===== src/include/pce_io_config.svh =====
`ifndef PCE_IO_CONFIG_SVH
`define PCE_IO_CONFIG_SVH

// ====================
// Host side
// ====================

// One joystick word from the host
`define PCE_JOY_W 32

// Ports on the five-way turbo tap
`define PCE_PAD_PORTS 5

// ====================
// Backup RAM
// ====================

`define PCE_BRM_AW 11   // 2 KiB console window
`define PCE_SECT_AW 9   // Byte address inside one SD sector
`define PCE_SECTORS 4   // Sectors per save image

// Mouse inactivity timer, saturates at all ones
`define PCE_MOUSE_TO_W 15

`endif


===== src/pce_io_pkg.sv =====
package pce_io_pkg;

	// ====================
	// FSM and counters
	// ====================

	// Backup sequencer
	typedef enum logic {
		BK_IDLE = 1'b0,
		BK_XFER = 1'b1
	} bk_state_t;

	// Which delta nibble the mouse presents next
	typedef enum logic [1:0] {
		MS_X_HI = 2'd0,
		MS_X_LO = 2'd1,
		MS_Y_HI = 2'd2,
		MS_Y_LO = 2'd3
	} ms_nib_t;

	// ====================
	// Pad words
	// ====================

	typedef logic [3:0] pad_nib_t;   // Active low nibble seen by the console
	typedef logic [11:0] pad_word_t; // Three nibbles of one remapped pad
	typedef logic [2:0] tap_port_t;  // Turbo tap port index

endpackage


===== src/mouse_track.sv =====
`include "pce_io_config.svh"

module mouse_track import pce_io_pkg::*; (
	input  logic                  clk_sys,
	input  logic                  rst,
	input  logic                  clr,
	input  logic [`PCE_JOY_W-1:0] joy_0,
	input  logic [8:0]            mouse_x,
	input  logic [8:0]            mouse_y,
	input  logic [7:0]            mouse_flags,  // Bit 0 left, bit 1 right
	input  logic                  mouse_strobe,
	output logic [7:0]            mouse_byte
);

	ms_nib_t                    nib;
	logic [`PCE_MOUSE_TO_W-1:0] idle_cnt;
	logic                       clr_d;
	logic [7:0]                 acc_x;
	logic [7:0]                 acc_y;
	logic [7:0]                 ms_x;  // Deltas the console is reading
	logic [7:0]                 ms_y;

	always_ff @(posedge clk_sys) begin
		if (rst) begin
			nib      <= MS_Y_LO;
			idle_cnt <= '0;
			clr_d    <= 1'b0;
			acc_x    <= '0;
			acc_y    <= '0;
			ms_x     <= '0;
			ms_y     <= '0;
		end else begin
			clr_d <= clr;

			if (clr)
				idle_cnt <= '0;
			else if (!(&idle_cnt))
				idle_cnt <= idle_cnt + 1'b1;

			// Console went quiet, next clr restarts at the x high nibble
			if (&idle_cnt)
				nib <= MS_Y_LO;

			if (clr && !clr_d) begin
				nib <= ms_nib_t'(nib + 2'd1);
				if (nib == MS_Y_LO) begin
					ms_x  <= acc_x;
					ms_y  <= acc_y;
					acc_x <= '0;
					acc_y <= '0;
				end
			end

			// New host report wins over the clear above
			if (mouse_strobe) begin
				acc_x <= 8'd0 - mouse_x[7:0];
				acc_y <= mouse_y[7:0];
			end
		end
	end

	always_comb begin
		mouse_byte[3:0] = ~{joy_0[7:6], mouse_flags[0], mouse_flags[1]};
		case (nib)
			MS_X_HI: mouse_byte[7:4] = ms_x[7:4];
			MS_X_LO: mouse_byte[7:4] = ms_x[3:0];
			MS_Y_HI: mouse_byte[7:4] = ms_y[7:4];
			MS_Y_LO: mouse_byte[7:4] = ms_y[3:0];
		endcase
	end

endmodule


===== config.mk =====
export PLATFORM = sky130hd
export DESIGN_NAME = mouse_track
export DESIGN_NICKNAME = d
export VERILOG_FILES = /design/src/pce_io_pkg.sv /design/src/mouse_track.sv
export VERILOG_INCLUDE_DIRS = /design/src /design/src/include
export SDC_FILE = /design/constraint.sdc
export NUM_CORES = 1
export LEC_CHECK = 0
export ABC_CLOCK_PERIOD_IN_PS = 2190
export BUFFER_PORTS_ARGS = -buffer_cell sky130_fd_sc_hd__buf_4
export CAP_MARGIN = 15
export CORE_MARGIN = 4
export CORE_UTILIZATION = 50
export CTS_CLUSTER_SIZE = 28
export DETAILED_ROUTE_END_ITERATION = 16
export PLACE_DENSITY = 0.74
export SYNTH_ARGS = -nofsm -noshare
export SYNTH_HDL_FRONTEND = slang
export SYNTH_SLANG_ARGS = --single-unit

===== constraint.sdc =====
create_clock -name clk_sys -period 2.19 [get_ports clk_sys]
set_input_delay 0.1095 -clock clk_sys [delete_from_list [all_inputs] [get_ports clk_sys]]
set_output_delay 0.1095 -clock clk_sys [all_outputs]
set_load 0.05 [all_outputs]

After elaboration in Yosys (flattened, before gate mapping):

Cells that the tools add are included.

* add/sub/neg operators: 3
* equal/unequal tests: 3
* muxes and demuxes: 7
* bitwise logic cells: 1
* reductions and logical operators: 10

Operators by type and width (count)
* $mux 8: 4
* $pmux 4 s4: 1
* $add 15x1->15 const B: 1
* $reduce_and 15->1: 1
* $sub 1x8->8 const A: 1
* $reduce_bool 2->1: 3
* $eq 2x2->1 const B: 2
* $mux 2: 2
* $not 4->4: 1
* $reduce_and 2->1: 2
* $add 2x1->2 const B: 1
* $eq 2x1->1 const B: 1
* $logic_not 2->1: 1
* $reduce_or 2->1: 1
* $logic_and 1x1->1: 1
* $logic_not 1->1: 1

* flip-flop bits (word level): 50
* bits of input ports: 62
* output and inout bits: 8
* word-level logic and storage cells: 31

Longest topological paths before layout:

Gate-level depths: netlist of the first run.

* word-level depth: 4
* depth in mapped cells: 6
* gate-level depth less buffers: 6

Least setup slack after synthesis of the first run:

No wires, ideal clock.

* path type: flip-flop to output port
* from: register nib[0]
* to: output mouse_byte[4]
* arrival time: 1638 ps
* data required time: 2081 ps
* slack: 442 ps
* cell stages (with the launch flop): 5
* path buffers: 1
* cell sequence: dfxtp_1 inv_1 ha_1 buf_1 mux2i_1

* longest elaborated chain between the ends: 2
* elaborated cells on any way between the ends: 5
* those cells by class: 3 x eq/ne; 1 x mux; 1 x reduce/logical

RTL lines
* from (decl): line mouse_track.sv:15 `ms_nib_t nib;`
* from (signal assigned): line mouse_track.sv:45 `nib <= ms_nib_t'(nib + 2'd1);`
* $eq 2x2->1 (tied with other cells): line mouse_track.sv:64 `case (nib)`
* $pmux 4 s4 (*): line mouse_track.sv:64
* to (decl): line mouse_track.sv:12 `output logic [7:0] mouse_byte`

Every way passes the cells marked *; elsewhere a longest branch is shown, timed or not.

Final worst setup path of the first run:

* from: register nib[0]
* to: output mouse_byte[6]

The elaborated chain is that of the path after synthesis.

==> flow_summary.yaml, run 1 <==
placement:
  gp_congestion: 0.848
  placedCellCount: 351
  port-buffer-count: 31
  dp.final_hpwl_mm: 3.09
die:
  die-area_mm2: 0.00580
  start_util: 0.526
  num_rows: 24
  die_x_um: 76.1
  io_pins: 70
  die_y_um: 76.1
  core_mm2: 0.00441
synthesis:
  synthCells: 280
  ys_warn_count: 0
  yosys-top-cells-area: "dfxtp_1, nand2_1, a21oi_1"
  synth_common_cells: "nand2_1, dfxtp_1, a21oi_1"
  synth_top_area_frac: 0.431
  synthArstFlopShare: 0
  synth_seq_cells: 50
  ys_types: 47
  synth.avg_cell_area_um2: 8.29
  synth_top_cell_by_area: "dfxtp_1"
  synth_most_common_cell: "nand2_1"
  synth-main-ff-cell: "dfxtp_1"
  synth-edff-count: 0
  synth_seq_area_share: 0.431
  syn_nets: 348
  synth_area_mm2: 0.00232
clocking:
  clk_latency_ps: 300
  htreeDepth: 2
  clk_pin_slew_ps: 90
  tritoncts: "done"
  cts.repair.resized: 0
  cts_hold_buf: 0
  clockRootBuffer: "clkbuf_8"
  clkSinkCount: 50
  clockBufferDepth: 2
  postCtsSetupBuffers: 0
  cts_buffers: 5
global_route:
  grt_pass1_vias: 1792
  grt_pass1_wl_mm: 7.88
  antenna_found_initial: 0
  grt_max_degree: 39
  gr-usage-all-layers: 0.159
  overflow: 0
drt:
  via_count: 1928
  ant_nets: 0
  wl_mm: 4.43
  drc: 0
  drt_pass1_iterations: 5
  via_per_inst: 5.37
  drt_iter0_markers: 59
  routedWlPerCell_um: 12.3
final_layout:
  area_growth_pct: 15.8
  fin_nets: 374
  fillers: 441
  drive_gt1_frac: 0.176
  final_cells: 359
  diodes: 0
  final_util: 0.609
timing:
  max_slew.worst_pin.slew_ps: 384
  maxSlewViolCount: 0
  tns_ps: 0
  relSlewSlack: 0.744
  rsz0062_at_grt: "no"
  setup_violations: 0
  whs_ps: 49.3
  hold_viol_final: 0
  final.period_utilization: 0.891
  timing.final.crit_period_ps: 1950
  max_freq_mhz: 512
  clock_skew_ps: 4.97
critical_path:
  critPathBufInv: 2
  path_max_fanout: 5
  critPathKind: "flop to primary output"
  slowest_stage: "a222oi_1"
  required_ps: 2080
  critical_path.max_stage_delay_ps: 420
  cp_data_arrival_time_ps: 1840
  cp-end-kind: "primary output"
  path_cells: "inv_1 > ha_1 > a222oi_1 > mux2i_1 > buf_4"
  crit_family: "compound AO/OA/AOI/OAI gates"
  startpoint_type: "flop"
min_path:
  hold_class: "input pin to flop"
power:
  power_density_mw_per_mm2: 673
  p_leak_nw: 1.02
  ir_drop_mv: 0.388
  total_power_mw: 1.81
run_status:
  outcome: "completed"
flow_run:
  drv_cap: 0
[cell families (layout without fill, tap and decap cells)]
kind of cell    count (synthesis)  after routing  synth area share
xor+xnor                        5              5            0.0189
simple gates                  120            120             0.285
compound gates                 60             60             0.149
mux                             6              6            0.0259
fa+ha+maj                       6              6            0.0323
flops                          50             50             0.431
buf+inv                        33             60            0.0577
[state kept, by name, summed over array words and instances (netlist names)]
signal    cells
acc_x         8
acc_y         8
idle_cnt     15
ms_x          8
nib           2
ms_y          8
clr_d         1
[power breakdown]
group          switching, mW  total (mW)  leakage, nW  internal, mW
Clock                  0.305       0.645       0.0504         0.340
Combinational          0.123       0.208        0.558        0.0850
Sequential            0.0182       0.958        0.407         0.940
[cell type report]
cell class | count | area, µm² | share of cell area
well taps | 52 | 65.1 | 0.0242
clock buffers | 5 | 68.8 | 0.0256
clock inverters | 3 | 45.0 | 0.0168
inverters | 18 | 67.6 | 0.0251
repair buffers | 34 | 255 | 0.0949
flip-flops and latches | 50 | 1000 | 0.372
multi-input cells | 197 | 1190 | 0.441
[layer usage]
layer / wire, µm / part of all wire / vias to the layer above / GRT usage
li1: - / - / 1020 / -
met1: 2100 / 0.47 / 860 / 0.199
met2: 2020 / 0.45 / 40 / 0.253
met3: 227 / 0.051 / 8 / 0.0496
met4: 90 / 0.020 / 0 / 0.0629
met5: 0 / 0 / - / 0
[cells in the final DEF (no fill, tap or decap), types with 4 or more instances in the layout]
cell       n
nand3b_1  15
inv_1     18
nor2_1     9
mux2i_1    6
clkbuf_8   5
dfxtp_1   50
nand2_1   54
buf_4     34
a21oi_1   38
nor3_1     7
o21ai_0    7
or3_1      7
a222oi_1   4
ha_1       6
[final timing paths]
kind                                  start             to  slack [ps]  cells past startpoint
worst max-delay path                 nib[0]  mouse_byte[6]         240                      5
worst min-delay path             mouse_y[3]       acc_y[3]          50                      3
worst max register to register  idle_cnt[0]   idle_cnt[12]         450                      5
worst min register to register     acc_x[5]        ms_x[5]         450                      2
[through the flow]
step	instance area, µm²	worst slack [ps]
floorplan	2320	442
global placement	2570	446
detailed placement	2570	452
CTS	2690	229
global route	2690	104
finish	2690	238
[worst min-delay path: stages]
cell and delay (ps):
buf_4 100, nand2_1 50, a21oi_1 50
Power figures use the tool's default switching activity.
==> inputs of run 2 (changes only) <==
Settings changed: ABC_CLOCK_PERIOD_IN_PS 2190 to 1700, CORE_UTILIZATION 50 to 44, CTS_CLUSTER_DIAMETER from default to 30, PLACE_DENSITY 0.74 to 0.69.
Clock period 2.19 ns to 1.7 ns, I/O delays scaled along.
==> run 2 against run 1 <==
The flow now finishes with violations (negative setup slack). Final cell count is 7.2% higher. Clock power grew 15%. Critical endpoint is now mouse_byte[4]. Worst setup slack got worse by 250 ps. Core utilization is 5.1 points lower. Via count grew 1.5%. Flip-flop and latch count did not move. Critical path type unchanged. Highest routed layer unchanged.
==> flow_summary.yaml, run 2 (synthesized netlist as in run 1, its figures left out) <==
clocking:
  tritoncts: "done"
  clk_latency_ps: 320
  cts_hold_buf: 0
  cts_buffers: 5
  clockBufferDepth: 2
  clk_pin_slew_ps: 100
  clockRootBuffer: "clkbuf_8"
  htreeDepth: 2
  clkSinkCount: 50
drt:
  ant_nets: 0
  via_count: 1957
  wl_mm: 4.79
  drt_iter0_markers: 87
  drc: 0
  drt_pass1_iterations: 6
  via_per_inst: 5.08
  routedWlPerCell_um: 12.4
critical_path:
  path_max_fanout: 4
  slowest_stage: "dfxtp_4"
  critPathKind: "flop to primary output"
  cp-end-kind: "primary output"
  crit_family: "flip-flops"
  critPathBufInv: 2
  path_cells: "inv_4 > ha_4 > a222oi_1 > mux2i_1 > buf_4"
  cp_data_arrival_time_ps: 1630
  startpoint_type: "flop"
  ff2ff_setup_slack_ps: 130
  critical_path.max_stage_delay_ps: 380
  required_ps: 1620
placement:
  dp.final_hpwl_mm: 3.25
  placedCellCount: 375
  place_area_mm2: 0.00267
  port-buffer-count: 31
  gp_congestion: 0.774
final_layout:
  multi_input_area_mm2: 0.00123
  area.sequential_mm2: 0.00101
  final_common_cell: "nand2_1"
  diodes: 0
  fin_nets: 382
  drive_gt1_frac: 0.232
  final_cell_mix: "nand2_1, dfxtp_1, a21oi_1, buf_4, inv_1"
  area_growth_pct: 22.7
  fin_area_mm2: 0.00285
  top_register: "idle_cnt"
  fillers: 494
  final_cells: 385
  largest_register_ff_count: 15
power:
  power_density_mw_per_mm2: 801
  p_leak_nw: 1.07
  ir_drop_mv: 0.555
  total_power_mw: 2.28
timing:
  final.period_utilization: 1.01
  setup_violations: 2
  timing.final.crit_period_ps: 1710
  rsz0062_at_grt: "yes"
  maxSlewViolCount: 0
  hold_viol_final: 0
  relSlewSlack: 0.760
  fin_ws_ps: -13.8
  tns_ps: -27.2
  clock_skew_ps: 13.0
  max_freq_mhz: 583
  max_slew.worst_pin.slew_ps: 360
die:
  die-area_mm2: 0.00650
  io_pins: 70
  die_y_um: 80.6
  die_x_um: 80.6
  core_mm2: 0.00511
  start_util: 0.454
  num_rows: 26
run_status:
  outcome: "complete, but fails checks"
  violations: "negative setup slack"
global_route:
  grt_pass1_wl_mm: 8.11
  grt_max_degree: 39
  overflow: 0
  gr-usage-all-layers: 0.161
  grt_pass1_vias: 1784
  antenna_found_initial: 0
flow_run:
  drv_cap: 0
min_path:
  hold_class: "input pin to flop"
## run 2: cell types whose count changed in the layout (fill, tap and decap cells not counted), sizes merged
cell	previous run	this run
clkbuf	5	6
clkinv	0	2
clkinvlp	2	0
bufinv	1	0
buf	34	42
## run 2: report_power, final
group          leakage, nW  total, mW  internal [mW]  switching (mW)
clock network       0.0514      0.742          0.335           0.407
registers            0.407       1.24           1.21          0.0255
logic                0.609      0.303          0.135           0.168
total                 1.07       2.28           1.68           0.600
## run 2: metrics by stage
step | utilization | setup WS (ps) | hold WS [ps]
after floorplan | - | -23.1 | 213
after global placement | 0.522 | 111 | 335
after detailed placement | 0.522 | 86.9 | 347
after CTS | 0.550 | -67.0 | 3.07
after global routing | 0.558 | -114 | 13.2
final | 0.558 | -13.8 | 12.6
## run 2: cell type report
cell class / count / share of cell area
flip-flops and latches: 50 / 0.354
inverters: 18 / 0.0246
clock buffers: 6 / 0.0290
multi-input cells: 197 / 0.433
well taps: 70 / 0.0307
clock inverters: 2 / 0.00615
repair buffers: 42 / 0.122
## run 2: final timing paths
path,startpoint,to,cells after the start
max,nib[0],mouse_byte[4],5
min,mouse_y[5],acc_y[5],3
max reg2reg,idle_cnt[2],idle_cnt[11],4
min reg2reg,acc_y[7],ms_y[7],2
## run 2: repair_timing
item	CTS	global route
pin swaps	2	4
buffers inserted	1	1
endpoints found under the hold margin	0	0
setup endpoints to repair	4	6
resized for setup	9	10
## run 2: routing by layer
metal / GRT usage / routed length [µm] / vias to the layer above
met5: 0 / 0 / -
met4: 0.0608 / 72 / 0
met3: 0.0482 / 258 / 9
met2: 0.256 / 2240 / 37
met1: 0.206 / 2210 / 878
li1: - / - / 1033
## run 2: worst register-to-register path, delay by kind of cell (launching register included)
| kind | cells | cell delay [ps] |
|---|---|---|
| AOI/OAI and AO/OA | 1 | 140 |
| DFF | 1 | 460 |
| and+or+nand+nor | 3 | 900 |
