<file path="config.mk">
export PLATFORM = sky130hd
export DESIGN_NAME = pad_mux
export DESIGN_NICKNAME = d
export VERILOG_FILES = /design/src/pce_io_pkg.sv /design/src/pad_mux.sv
export VERILOG_INCLUDE_DIRS = /design/src /design/src/include
export SDC_FILE = /design/constraint.sdc
export NUM_CORES = 1
export LEC_CHECK = 0
export BUFFER_PORTS_ARGS = -buffer_cell sky130_fd_sc_hd__buf_2
export CAP_MARGIN = 30
export CORE_AREA = 2 2 82 84
export CTS_BUF_LIST = sky130_fd_sc_hd__clkbuf_4
export CTS_CLUSTER_SIZE = 16
export DETAILED_ROUTE_END_ITERATION = 10
export DIE_AREA = 0 0 84 86
export PLACE_DENSITY = 0.69
export SLEW_MARGIN = 15
export SYNTH_ARGS = -nofsm -noshare
export SYNTH_HDL_FRONTEND = slang
export SYNTH_SLANG_ARGS = --single-unit
</file>
<file path="constraint.sdc">
create_clock -name clk_sys -period 3.5 [get_ports clk_sys]
set_input_delay 0.7 -clock clk_sys [delete_from_list [all_inputs] [get_ports clk_sys]]
set_output_delay 0.7 -clock clk_sys [all_outputs]
set_load 0.05 [all_outputs]
</file>
<file path="src/include/pce_io_config.svh">
`ifndef PCE_IO_CONFIG_SVH
`define PCE_IO_CONFIG_SVH

// ====================
// Host side
// ====================

// One joystick word from the host
`define PCE_JOY_W 32

// Ports on the five-way turbo tap
`define PCE_PAD_PORTS 5

// ====================
// Backup RAM
// ====================

`define PCE_BRM_AW 11   // 2 KiB console window
`define PCE_SECT_AW 9   // Byte address inside one SD sector
`define PCE_SECTORS 4   // Sectors per save image

// Mouse inactivity timer, saturates at all ones
`define PCE_MOUSE_TO_W 15

`endif

</file>
<file path="src/pce_io_pkg.sv">
package pce_io_pkg;

	// ====================
	// FSM and counters
	// ====================

	// Backup sequencer
	typedef enum logic {
		BK_IDLE = 1'b0,
		BK_XFER = 1'b1
	} bk_state_t;

	// Which delta nibble the mouse presents next
	typedef enum logic [1:0] {
		MS_X_HI = 2'd0,
		MS_X_LO = 2'd1,
		MS_Y_HI = 2'd2,
		MS_Y_LO = 2'd3
	} ms_nib_t;

	// ====================
	// Pad words
	// ====================

	typedef logic [3:0] pad_nib_t;   // Active low nibble seen by the console
	typedef logic [11:0] pad_word_t; // Three nibbles of one remapped pad
	typedef logic [2:0] tap_port_t;  // Turbo tap port index

endpackage

</file>
<file path="src/pad_mux.sv">
`include "pce_io_config.svh"

module pad_mux import pce_io_pkg::*; (
	input  logic                  clk_sys,
	input  logic                  rst,
	input  logic [`PCE_JOY_W-1:0] joy_a,
	input  logic [`PCE_JOY_W-1:0] joy_b,
	input  logic [`PCE_JOY_W-1:0] joy_2,
	input  logic [`PCE_JOY_W-1:0] joy_3,
	input  logic [`PCE_JOY_W-1:0] joy_4,
	input  logic                  joy_swap,
	input  logic                  turbotap,
	input  logic                  buttons6,
	input  logic                  mouse_en,
	input  logic                  sel,
	input  logic                  clr,
	input  logic [7:0]            mouse_byte,
	output logic [`PCE_JOY_W-1:0] joy_0,     // Player one after swap, for the mouse
	output pad_nib_t              pad_in
);

	logic [`PCE_JOY_W-1:0] joy_1;
	logic [`PCE_JOY_W-1:0] tap_word [`PCE_PAD_PORTS];
	logic [15:0]           pad_data;
	tap_port_t             port;
	logic                  high_bank;
	logic                  sel_d;
	logic                  clr_d;

	// Host word to console pad, buttons low nibble, dpad middle, III-VI on top
	function automatic pad_word_t remap(input logic [`PCE_JOY_W-1:0] joy);
		return ~{joy[11:8], joy[1], joy[2], joy[0], joy[3], joy[7:4]};
	endfunction

	assign joy_0 = joy_swap ? joy_b : joy_a;
	assign joy_1 = joy_swap ? joy_a : joy_b;

	assign tap_word[0] = joy_0;
	assign tap_word[1] = joy_1;
	assign tap_word[2] = joy_2;
	assign tap_word[3] = joy_3;
	assign tap_word[4] = joy_4;

	// ====================
	// Port select
	// ====================

	always_comb begin
		if (port >= tap_port_t'(`PCE_PAD_PORTS)) begin
			pad_data = 16'h0FFF;  // Empty tap slot
		end else if (port == '0 && mouse_en) begin
			pad_data = {mouse_byte, mouse_byte};
		end else begin
			// Top nibble stays 0, the 6-button signature
			pad_data = {4'h0, remap(tap_word[port])};
		end
	end

	// ====================
	// Pad latch
	// ====================

	always_ff @(posedge clk_sys) begin
		if (rst) begin
			pad_in    <= '0;
			port      <= '0;
			high_bank <= 1'b0;
			sel_d     <= 1'b0;
			clr_d     <= 1'b0;
		end else begin
			sel_d  <= sel;
			clr_d  <= clr;
			pad_in <= pad_data[{high_bank, sel, 2'b00} +: 4];

			if (clr) begin
				port   <= '0;
				pad_in <= '0;
				// Bank flips once per clr pulse
				if (!clr_d)
					high_bank <= !high_bank && buttons6;
			end else if (sel && !sel_d && turbotap) begin
				port <= port + tap_port_t'(1);  // Walk the tap
			end
		end
	end

endmodule

</file>
**Word-level counts from Yosys, hierarchy flattened**

Cells that the tools add are included.

- Flip-flop bits (word level): 10
- Input bits: 176
- Logic and storage cells: 28

- Add/subtract/negate cells: 1
- Order comparisons: 2
- Shift operators: 1
- Mux-type cells: 7
- Bitwise logic cells: 3
- Reductions and logical operators: 9

Operator list:

| kind | count |
|---|---|
| $bmux 32 s3 | 1 |
| $mux 32 | 2 |
| $mux 16 | 2 |
| $mux 12 | 2 |
| $shiftx 16x5->4 | 1 |
| $not 12->12 | 1 |
| $ge 4x4->1 const B | 1 |
| $logic_and 1x1->1 | 4 |
| $not 3->4 | 1 |
| $add 3x1->3 const B | 1 |
| $ge 3x3->1 const B | 1 |
| $logic_not 3->1 | 1 |
| $logic_not 1->1 | 2 |
| $reduce_and 2->1 | 1 |
| $reduce_or 2->1 | 1 |
| $not 1->1 | 1 |

**Depth between registers and ports, before layout**

Gate-level depths: netlist (run 1).

- Depth after elaboration: 8
- Depth in mapped cells: 7

**Least setup slack after synthesis (run 1)**

No wires, ideal clock.

- Kind: input -> output
- Start: input port joy_swap
- End: output port joy_0[10]
- Data arrival time: 1.940 ns
- Slack: 0.860 ns
- Stages on the path: 4
- Path buffers: 3
- Cell sequence: buf_4 buf_1 buf_2 mux2_2

- Cells in the longest elaborated chain, start to end: 1

Ends and longest elaborated chain:

| element | line | source |
|---|---|---|
| start, declared | pad_mux.sv:11 | `input logic joy_swap,` |
| $mux 32 | pad_mux.sv:35 | `assign joy_0 = joy_swap ? joy_b : joy_a;` |
| end, declared | pad_mux.sv:18 | `` output logic [`PCE_JOY_W-1:0] joy_0, `` |

No other way between the ends.

**Final worst setup path (run 1)**

- Start: input port joy_swap
- End: output port joy_0[0]

The elaborated chain is that of the path after synthesis.

==> impl_metrics.toml, run 1 <==
[critical_path]
end_kind = "primary output"
crit_fanout = 24
cp_top_family = "buffers and inverters"
max_stage_delay_ns = 0.42
arrival_ns = 1.96
reg2reg_from = "port[0]"
rr_worst_depth = 5
rr_endpoint = "pad_in[1]"
r2r_slack_ns = 1.35
slowest_stage = "buf_2"
required_ns = 2.80
cp.depth = 5
path_cells = "buf_2, buf_4, mux2i_1, inv_1, buf_2"
critPathKind = "primary input to primary output"
startpoint_type = "primary input"
critPathBufInv = 4
cpMostUsedCell = "buf_2"

[clock_tree]
cts-buffers-inserted = 3
cts_max_path_buffers = 2
cts_tree = "done"
htreeDepth = 1
clock_sinks = 10
worstSkewPairLatency_ns = 0.26
post_cts_resized = 0
clockRootBuffer = "clkbuf_4"
postCtsHoldBufs = 0
cts.clk_slew.worst_paths_ns = 0.06
post_cts_buffers = 0

[power_and_ir_drop]
power.leakage_nw = 1.192
p_sw_uw = 244.7
pwr_density_cell_nw_per_um2 = 230.7
seqPwrFrac = 0.230
irDropWorstVdd_mv = 0.2063
power_frac_comb = 0.624
clockPowerShare = 0.146
internal_power_uw = 294.5
p_sw_frac = 0.4538

[floorplanning]
rows = 29
fp.dieH_um = 86
start_util = 0.2354
ios = 212
core_area_um2 = 6277
die_area_um2 = 7224
fp.dieW_um = 84

[detailed_routing]
viasPerCell = 4.780
drc = 0
ant_nets = 0
drt-total-wl_um = 6273
vias = 1869
wl_per_cell_um = 16.04
drt_iter0_drc = 93
drtPass1Iterations = 4

[final_layout]
final_core_util = 0.3723
layout_commonest_cell = "buf_2"
regArea_um2 = 200.2
final_cell_mix = "buf_2, mux2_2, a21oi_1, inv_1, a221o_1"
layout-area-overhead-vs-synth_pct = 58.17
final_nets = 491
fillerInstances = 665
multiInputGateArea_um2 = 1181
layout-drive-gt1-share = 0.6903
final_cell_area_um2 = 2337

[yosys]
synthCells = 163
synth_top_area_frac = 0.3658
synth_area_um2 = 1478
yosys_warnings = 0
syn-mean-instance-area_um2 = 9.065
ys_seq_elements = 10
synthSimpleGateAreaFrac = 0.1338
synth_cell_types = 32
synth.area.top_cells = "mux2_2, dfxtp_1, a221o_1, a21oi_1, mux2_1"
ys.flop_type = "dfxtp_1"
yosysTopAreaCell = "mux2_2"
synthAdderAreaFrac = 0.02540
synth_top_family_by_area = "multiplexers"
ys_seq_area_frac = 0.1355
muxShareOfSynthArea = 0.4310
ys_async_sr_fraction = 0
synth_xor_area_frac = 0.02286
postSynthNetCount = 342
synth_compound_area_frac = 0.1863
synth_edf_count = 0

[worst_hold_path]
hold_depth = 3
hp-class = "register to register"
min_from = "clr_d"
min_delay_worst_endpoint = "high_bank"

[timing]
finalCriticalPeriod_ns = 2.664
finalHoldViolations = 0
slew_headroom = 0.4732
setup_viol_count_final = 0
timing.final.crit_share = 0.7613
finClkSkew_ns = 0.005369
max_slew.worst_pin.slew_ns = 0.7873
fin_setup_tns_ns = 0
max_freq_ghz = 0.3753
drv_slew = 0
rsz0062_at_grt = "no"

[global_routing]
track_usage = 0.1634
overflow = 0
grt_max_degree = 25
grt_pass1_vias = 1891
antenna_found_initial = 7
grt_pass1_wl_um = 9232

[placed_design]
dpl_cell_area_um2 = 2305
io_buffers = 151
place_congestion = 0.7284
dp_hpwl_um = 5424

[run_status]
outcome = "completed"

[flow_run]
maxCapViolations = 0
==> worst max path at each step <==
| stage | from | to |
|---|---|---|
| after floorplan | joy_swap | joy_0[10] |
| after global placement | joy_swap | joy_0[0] |
| after global routing | joy_swap | joy_0[0] |
| after detailed placement | joy_swap | joy_0[0] |
| final | joy_swap | joy_0[0] |
| after CTS | joy_swap | joy_0[0] |
==> sequential cells by signal, summed over array words and instances (netlist names) <==
register	count
pad_in	4
sel_d	1
high_bank	1
clr_d	1
port	3
==> Yosys cell counts (2+ instances only) <==
cell type	count
dfxtp_1	10
buf_2	5
ha_1	3
buf_4	2
mux2_2	48
a222oi_1	3
inv_1	11
nand2_1	2
nor2_1	6
nor3_2	4
a221o_1	11
o22ai_1	4
or2_2	2
clkbuf_1	2
nand2b_1	3
nor2b_1	7
buf_1	2
mux2_1	5
a21oi_1	16
mux2i_1	4
nor3_1	2
==> cell families (layout without fill, tap and decap cells) <==
family	count (synthesis)	count (layout)
AO/OA/AOI/OAI	37	37
buffers and inverters	22	169
flip-flops	10	10
other	0	4
adder cells (fa/ha/maj)	3	3
AND/OR/NAND/NOR	31	31
XOR/XNOR	3	3
multiplexers	57	57
==> cell type report <==
cell class	count	share of cell area
flip-flops and latches	10	0.08565
clock buffers	3	0.009636
diodes	4	0.004283
multi-input cells	131	0.5054
well taps	77	0.04122
inverters	11	0.01767
repair buffers	155	0.3362
==> tightest hold or removal path, stage by stage, from the launching register on <==
cell      delay, ns
dfxtp_1        0.30
nand2b_1       0.12
a21oi_1        0.07
nor2_1         0.07
==> metal layers <==
layer / share of wire / vias to the layer above / track usage
met5: 0.0059 / - / 0
met4: 0.0033 / 6 / 0.02199
met3: 0.13 / 8 / 0.07988
met2: 0.49 / 93 / 0.3018
met1: 0.37 / 846 / 0.1727
li1: - / 916 / -
==> through the flow <==
step           cells  power [mW]  hold WS [ns]  worst slack (ns)
2_1_floorplan    163      0.3499        0.5348            0.8602
3_3_place_gp     384      0.4609        0.5587            0.8401
3_5_place_dp     384      0.4641        0.5837            0.8061
4_1_cts          387      0.5434        0.5968            0.8006
5_1_grt          387      0.5700        0.6296            0.7414
6_report         391      0.5392        0.5898            0.8355
==> power by group through the flow <==
stage               clock, mW  sequential, mW  combinational (mW)
CTS                    0.0799           0.124               0.340
global route           0.0877           0.125               0.358
global placement            0           0.126               0.335
floorplan                   0           0.135               0.215
finish                 0.0788           0.124               0.337
detailed placement          0           0.126               0.338
Note: power is estimated with default switching activity, not from simulation.
==> run 2: changes to the inputs <==
--- a/config.mk
+++ b/config.mk
@@ -8,12 +8,12 @@
 export LEC_CHECK = 0
 export BUFFER_PORTS_ARGS = -buffer_cell sky130_fd_sc_hd__buf_2
 export CAP_MARGIN = 30
-export CORE_AREA = 2 2 82 84
+export CORE_AREA = 2 2 81 83
 export CTS_BUF_LIST = sky130_fd_sc_hd__clkbuf_4
 export CTS_CLUSTER_SIZE = 16
 export DETAILED_ROUTE_END_ITERATION = 10
-export DIE_AREA = 0 0 84 86
-export PLACE_DENSITY = 0.69
+export DIE_AREA = 0 0 83 85
+export PLACE_DENSITY = 0.71
 export SLEW_MARGIN = 15
 export SYNTH_ARGS = -nofsm -noshare
 export SYNTH_HDL_FRONTEND = slang
==> constraint.sdc (replaced) <==
create_clock -name clk_sys -period 2.5 [get_ports clk_sys]
set_input_delay 0.5 -clock clk_sys [delete_from_list [all_inputs] [get_ports clk_sys]]
set_output_delay 0.5 -clock clk_sys [all_outputs]
set_load 0.05 [all_outputs]
==> impl_metrics.toml, run 2 (same netlist as run 1, synthesis figures left out) <==
[run_status]
outcome = "completed"

[critical_path]
required_ns = 2.70
startpoint_type = "register"
max_stage_delay_ns = 0.72
path_cells = "buf_4, mux2_2, a221o_1, a21oi_1, nor3_2, o22ai_1"
critPathKind = "register to register"
reg2reg_from = "port[0]"
crit_fanout = 12
arrival_ns = 2.25
slowest_stage = "dfxtp_1"
end_kind = "register"
crit_start = "port[0]"

[final_layout]
top_regs = "pad_in x4, port x3"
largest_register_ffs = 4
layout-area-overhead-vs-synth_pct = 58.85
layout_commonest_cell = "buf_2"
final_cell_mix = "buf_2, mux2_2, a21oi_1, inv_1, a221o_1"
layout.cells.non_filler = 388
final_nets = 492
layout-drive-gt1-share = 0.6913
regMostFlops = "pad_in"
antennaDiodeCount = 0

[power_and_ir_drop]
power.total_uw = 756.0
power_frac_comb = 0.623
power.leakage_nw = 1.200
p_sw_uw = 341.3
seqPwrFrac = 0.229
clockPowerShare = 0.148
irDropWorstVdd_mv = 0.2305
p_sw_frac = 0.4515
pwr_density_cell_nw_per_um2 = 322.1
internal_power_uw = 414.7

[flow_run]
maxCapViolations = 0

[global_routing]
grt_max_degree = 22
antenna_found_initial = 0
grt_pass1_wl_um = 8687
grt_pass1_vias = 1873
track_usage = 0.1499
overflow = 0

[timing]
rsz0062_at_grt = "no"
timing.final.crit_share = 0.8206
finalCriticalPeriod_ns = 2.051
finalHoldViolations = 0
max_slew.worst_pin.slew_ns = 0.6210
drv_slew = 0
setup_viol_count_final = 0
slew_headroom = 0.5854
setup_slack_ns = 0.4486
finClkSkew_ns = 0.0005406
max_freq_ghz = 0.4875
fin_setup_tns_ns = 0
hold_ws_ns = 0.4226

[clock_tree]
htreeDepth = 1
cts-buffers-inserted = 3
clockRootBuffer = "clkbuf_4"
cts_max_path_buffers = 2
post_cts_buffers = 0
cts.clk_slew.worst_paths_ns = 0.06
post_cts_resized = 0
cts_tree = "done"
worstSkewPairLatency_ns = 0.27
clock_sinks = 10
postCtsHoldBufs = 0

[detailed_routing]
vias = 1858
viasPerCell = 4.789
ant_nets = 0
drt_iter0_drc = 55
drtPass1Iterations = 6
drc = 0
wl_per_cell_um = 14.48
drt-total-wl_um = 5619

[floorplanning]
ios = 212
fp.dieH_um = 85
fp.dieW_um = 83
start_util = 0.2382
core_area_um2 = 6205
rows = 29
die_area_um2 = 7055

[worst_hold_path]
min_from = "rst"
hp-class = "primary input to register"

[placed_design]
place_ws_ns = 0.2833
dp_hpwl_um = 4802
io_buffers = 151
place_congestion = 0.8103
post-place-cells = 385
## run 2: cell types whose count changed in the layout (fill, tap and decap cells not counted)
cell     before  now
buf_12        0    1
diode_2       4    0
## run 2: layer usage
metal  GRT usage  up-vias  share of wire
met5           0        -              0
met4     0.02683        0         0.0048
met3     0.02821        4          0.079
met2      0.2947       98           0.53
met1      0.1683      840           0.39
li1            -      916              -
## run 2: power by group through the flow
stage               clock [mW]  sequential, mW  combinational, mW
floorplan                    0           0.188              0.301
global placement             0           0.177              0.469
detailed placement           0           0.177              0.473
CTS                      0.113           0.173              0.475
global route             0.124           0.174              0.504
finish                   0.112           0.173              0.471
## run 2: critical path, delay by kind of cell (launching register included)
| family | cells | cell delay [ns] |
|---|---|---|
| flip-flops | 1 | 0.72 |
| AO/OA/AOI/OAI | 3 | 0.59 |
| multiplexers | 1 | 0.34 |
| buffers and inverters | 1 | 0.26 |
| AND/OR/NAND/NOR | 1 | 0.07 |
## run 2: layout make-up
type / instances / area (µm²)
clock buffers: 3 / 22.52
fillers: 661 / 3857
inverters: 11 / 41.29
multi-input cells: 131 / 1181
flip-flops and latches: 10 / 200.2
well taps: 77 / 96.34
repair buffers: 156 / 805.8
## run 2: final timing paths
kind | to | slack (ns) | cells after the start
worst max-delay path | pad_in[1] | 0.45 | 6
worst min-delay path | clr_d | 0.42 | 2
worst max register to register | pad_in[1] | 0.45 | 6
worst min register to register | high_bank | 0.59 | 3
## run 2: per-stage QoR
step                        util  cell area [µm²]
after floorplan                -             1478
after global placement    0.3747             2325
after detailed placement  0.3747             2325
after CTS                 0.3783             2347
after global routing      0.3783             2347
final                     0.3783             2347
==> run 3: changes to the inputs <==
--- a/config.mk
+++ b/config.mk
@@ -8,12 +8,12 @@
 export LEC_CHECK = 0
 export BUFFER_PORTS_ARGS = -buffer_cell sky130_fd_sc_hd__buf_2
 export CAP_MARGIN = 30
-export CORE_AREA = 2 2 81 83
+export CORE_AREA = 2 2 83 85
 export CTS_BUF_LIST = sky130_fd_sc_hd__clkbuf_4
 export CTS_CLUSTER_SIZE = 16
 export DETAILED_ROUTE_END_ITERATION = 10
-export DIE_AREA = 0 0 83 85
-export PLACE_DENSITY = 0.71
+export DIE_AREA = 0 0 85 87
+export PLACE_DENSITY = 0.7
 export SLEW_MARGIN = 15
 export SYNTH_ARGS = -nofsm -noshare
 export SYNTH_HDL_FRONTEND = slang
==> constraint.sdc (replaced) <==
create_clock -name clk_sys -period 1.7 [get_ports clk_sys]
set_input_delay 0.34 -clock clk_sys [delete_from_list [all_inputs] [get_ports clk_sys]]
set_output_delay 0.34 -clock clk_sys [all_outputs]
set_load 0.05 [all_outputs]
==> impl_metrics.toml, run 3 (same netlist as run 1, synthesis figures left out) <==
[floorplanning]
core_area_um2 = 6569
ios = 212
rows = 30
fp.dieH_um = 87
start_util = 0.2250
die_area_um2 = 7395
fp.dieW_um = 85

[critical_path]
required_ns = 1.36
startpoint_type = "primary input"
max_stage_delay_ns = 0.34
slowest_stage = "mux2_2"
critPathKind = "primary input to primary output"
end_kind = "primary output"
reg2reg_from = "port[0]"
critPathBufInv = 4
rr_worst_depth = 6
arrival_ns = 1.33
path_cells = "clkbuf_4, buf_12, buf_12, mux2_2, buf_2"
crit_fanout = 13
cpMostUsedCell = "buf_12"
rr_endpoint = "pad_in[1]"
cp_top_family = "buffers and inverters"
r2r_slack_ns = 0.08

[power_and_ir_drop]
pwr_density_cell_nw_per_um2 = 452.4
power.leakage_nw = 1.305
irDropWorstVdd_mv = 0.2869
power.total_mw = 1.158

[global_routing]
overflow = 0
grt_max_degree = 38
track_usage = 0.1481
grt_pass1_vias = 1862
antenna_found_initial = 2
grt_pass1_wl_um = 8728

[final_layout]
layout_commonest_cell = "buf_2"
layout-drive-gt1-share = 0.7370
largest_register_ffs = 4
final_nets = 508
top_regs = "pad_in x4, port x3"
regMostFlops = "pad_in"
layout-area-overhead-vs-synth_pct = 73.24
fillerInstances = 692
layout.cells.non_filler = 408
final_cell_area_um2 = 2560
final_cell_mix = "buf_2, mux2_2, buf_4"

[clock_tree]
clock_sinks = 10
htreeDepth = 1
cts.clk_slew.worst_paths_ns = 0.06
cts_tree = "done"
cts-buffers-inserted = 3
worstSkewPairLatency_ns = 0.25
clockRootBuffer = "clkbuf_4"
cts_max_path_buffers = 2

[timing]
fin_setup_tns_ns = 0
max_freq_ghz = 0.5980
timing.final.crit_share = 0.9837
max_slew.worst_pin.slew_ns = 0.3848
hold_ws_ns = 0.2824
finalHoldViolations = 0
setup_viol_count_final = 0
finalCriticalPeriod_ns = 1.672
slew_headroom = 0.7415
drv_slew = 0
finClkSkew_ns = 0.001030

[detailed_routing]
viasPerCell = 4.765
drtPass1Iterations = 4
vias = 1944
drc = 0
drt-total-wl_um = 6317
drt_iter0_drc = 71
ant_nets = 0
wl_per_cell_um = 15.48

[placed_design]
dp_hpwl_um = 5316
place_congestion = 0.7650
dpl_cell_area_um2 = 2427
post-place-cells = 399
io_buffers = 151

[flow_run]
maxCapViolations = 0

[worst_hold_path]
min_delay_worst_endpoint = "sel_d"
hp-class = "primary input to register"
hold_depth = 2
min_from = "rst"

[run_status]
outcome = "completed"
run 3: changes by cell type in the layout (fill, tap and decap cells not counted), sizes merged:
| cell | before | now |
|---|---|---|
| diode | 0 | 1 |
| buf | 156 | 170 |
| clkbuf | 3 | 5 |
run 3: power by group:
part / internal (mW) / switching [mW] / leakage, nW
clock: 0.0813 / 0.0719 / 0.0138
combinational: 0.319 / 0.436 / 1.21
sequential: 0.244 / 0.00645 / 0.0832
total: 0.644 / 0.514 / 1.31
run 3: worst register-to-register path: stages (launching register included):
cell	delay (ns)
dfxtp_4	0.40
buf_4	0.15
mux2_2	0.35
a221o_1	0.29
a21oi_1	0.15
nor3_2	0.08
o22ai_1	0.13
run 3: stage by stage:
| step | util | setup WS, ns |
|---|---|---|
| 6_report | 0.3897 | 0.02777 |
| 5_1_grt | 0.3897 | -0.004969 |
| 4_1_cts | 0.3705 | 0.01211 |
| 3_5_place_dp | 0.3695 | -0.08076 |
| 3_3_place_gp | 0.3695 | -0.07825 |
| 2_1_floorplan | - | -0.06979 |
run 3: worst max path at each step:
stage | from | endpoint | slack (ns) | cells past startpoint
floorplan | joy_swap | joy_0[10] | -0.07 | 4
global placement | joy_swap | pad_in[0] | -0.08 | 7
detailed placement | joy_swap | pad_in[1] | -0.08 | 7
CTS | port[0] | pad_in[2] | 0.01 | 6
global route | port[0] | pad_in[0] | -0.005 | 6
finish | joy_swap | joy_0[29] | 0.03 | 5
run 3: layout make-up:
cell class / instances / area, µm² / area share
antenna: 1 / 2.502 / 0.0009775
clock buffer: 3 / 22.52 / 0.008798
inverter: 11 / 41.29 / 0.01613
multi-input combinational: 131 / 1219 / 0.4761
sequential: 10 / 205.2 / 0.08016
tap: 80 / 100.1 / 0.03910
timing repair buffer: 172 / 969.7 / 0.3788
run 3: timing repair:
action / CTS / global route
hold buffers: 0 / 0
gates resized for setup: 2 / 18
cloned: 0 / 1
endpoints found under the hold margin: 0 / 0
endpoints found under the setup margin: 7 / 4
setup buffers: 0 / 5
pin swaps: 0 / 1
run 3: per-layer routing:
| metal | up-vias | global-route usage | share of wire | wire length, µm |
|---|---|---|---|---|
| met5 | - | 0 | 0.0021 | 13 |
| met2 | 97 | 0.2919 | 0.52 | 3275 |
| li1 | 946 | - | - | - |
| met4 | 2 | 0.01732 | 0.0044 | 28 |
| met3 | 4 | 0.03412 | 0.089 | 565 |
| met1 | 895 | 0.1648 | 0.39 | 2434 |
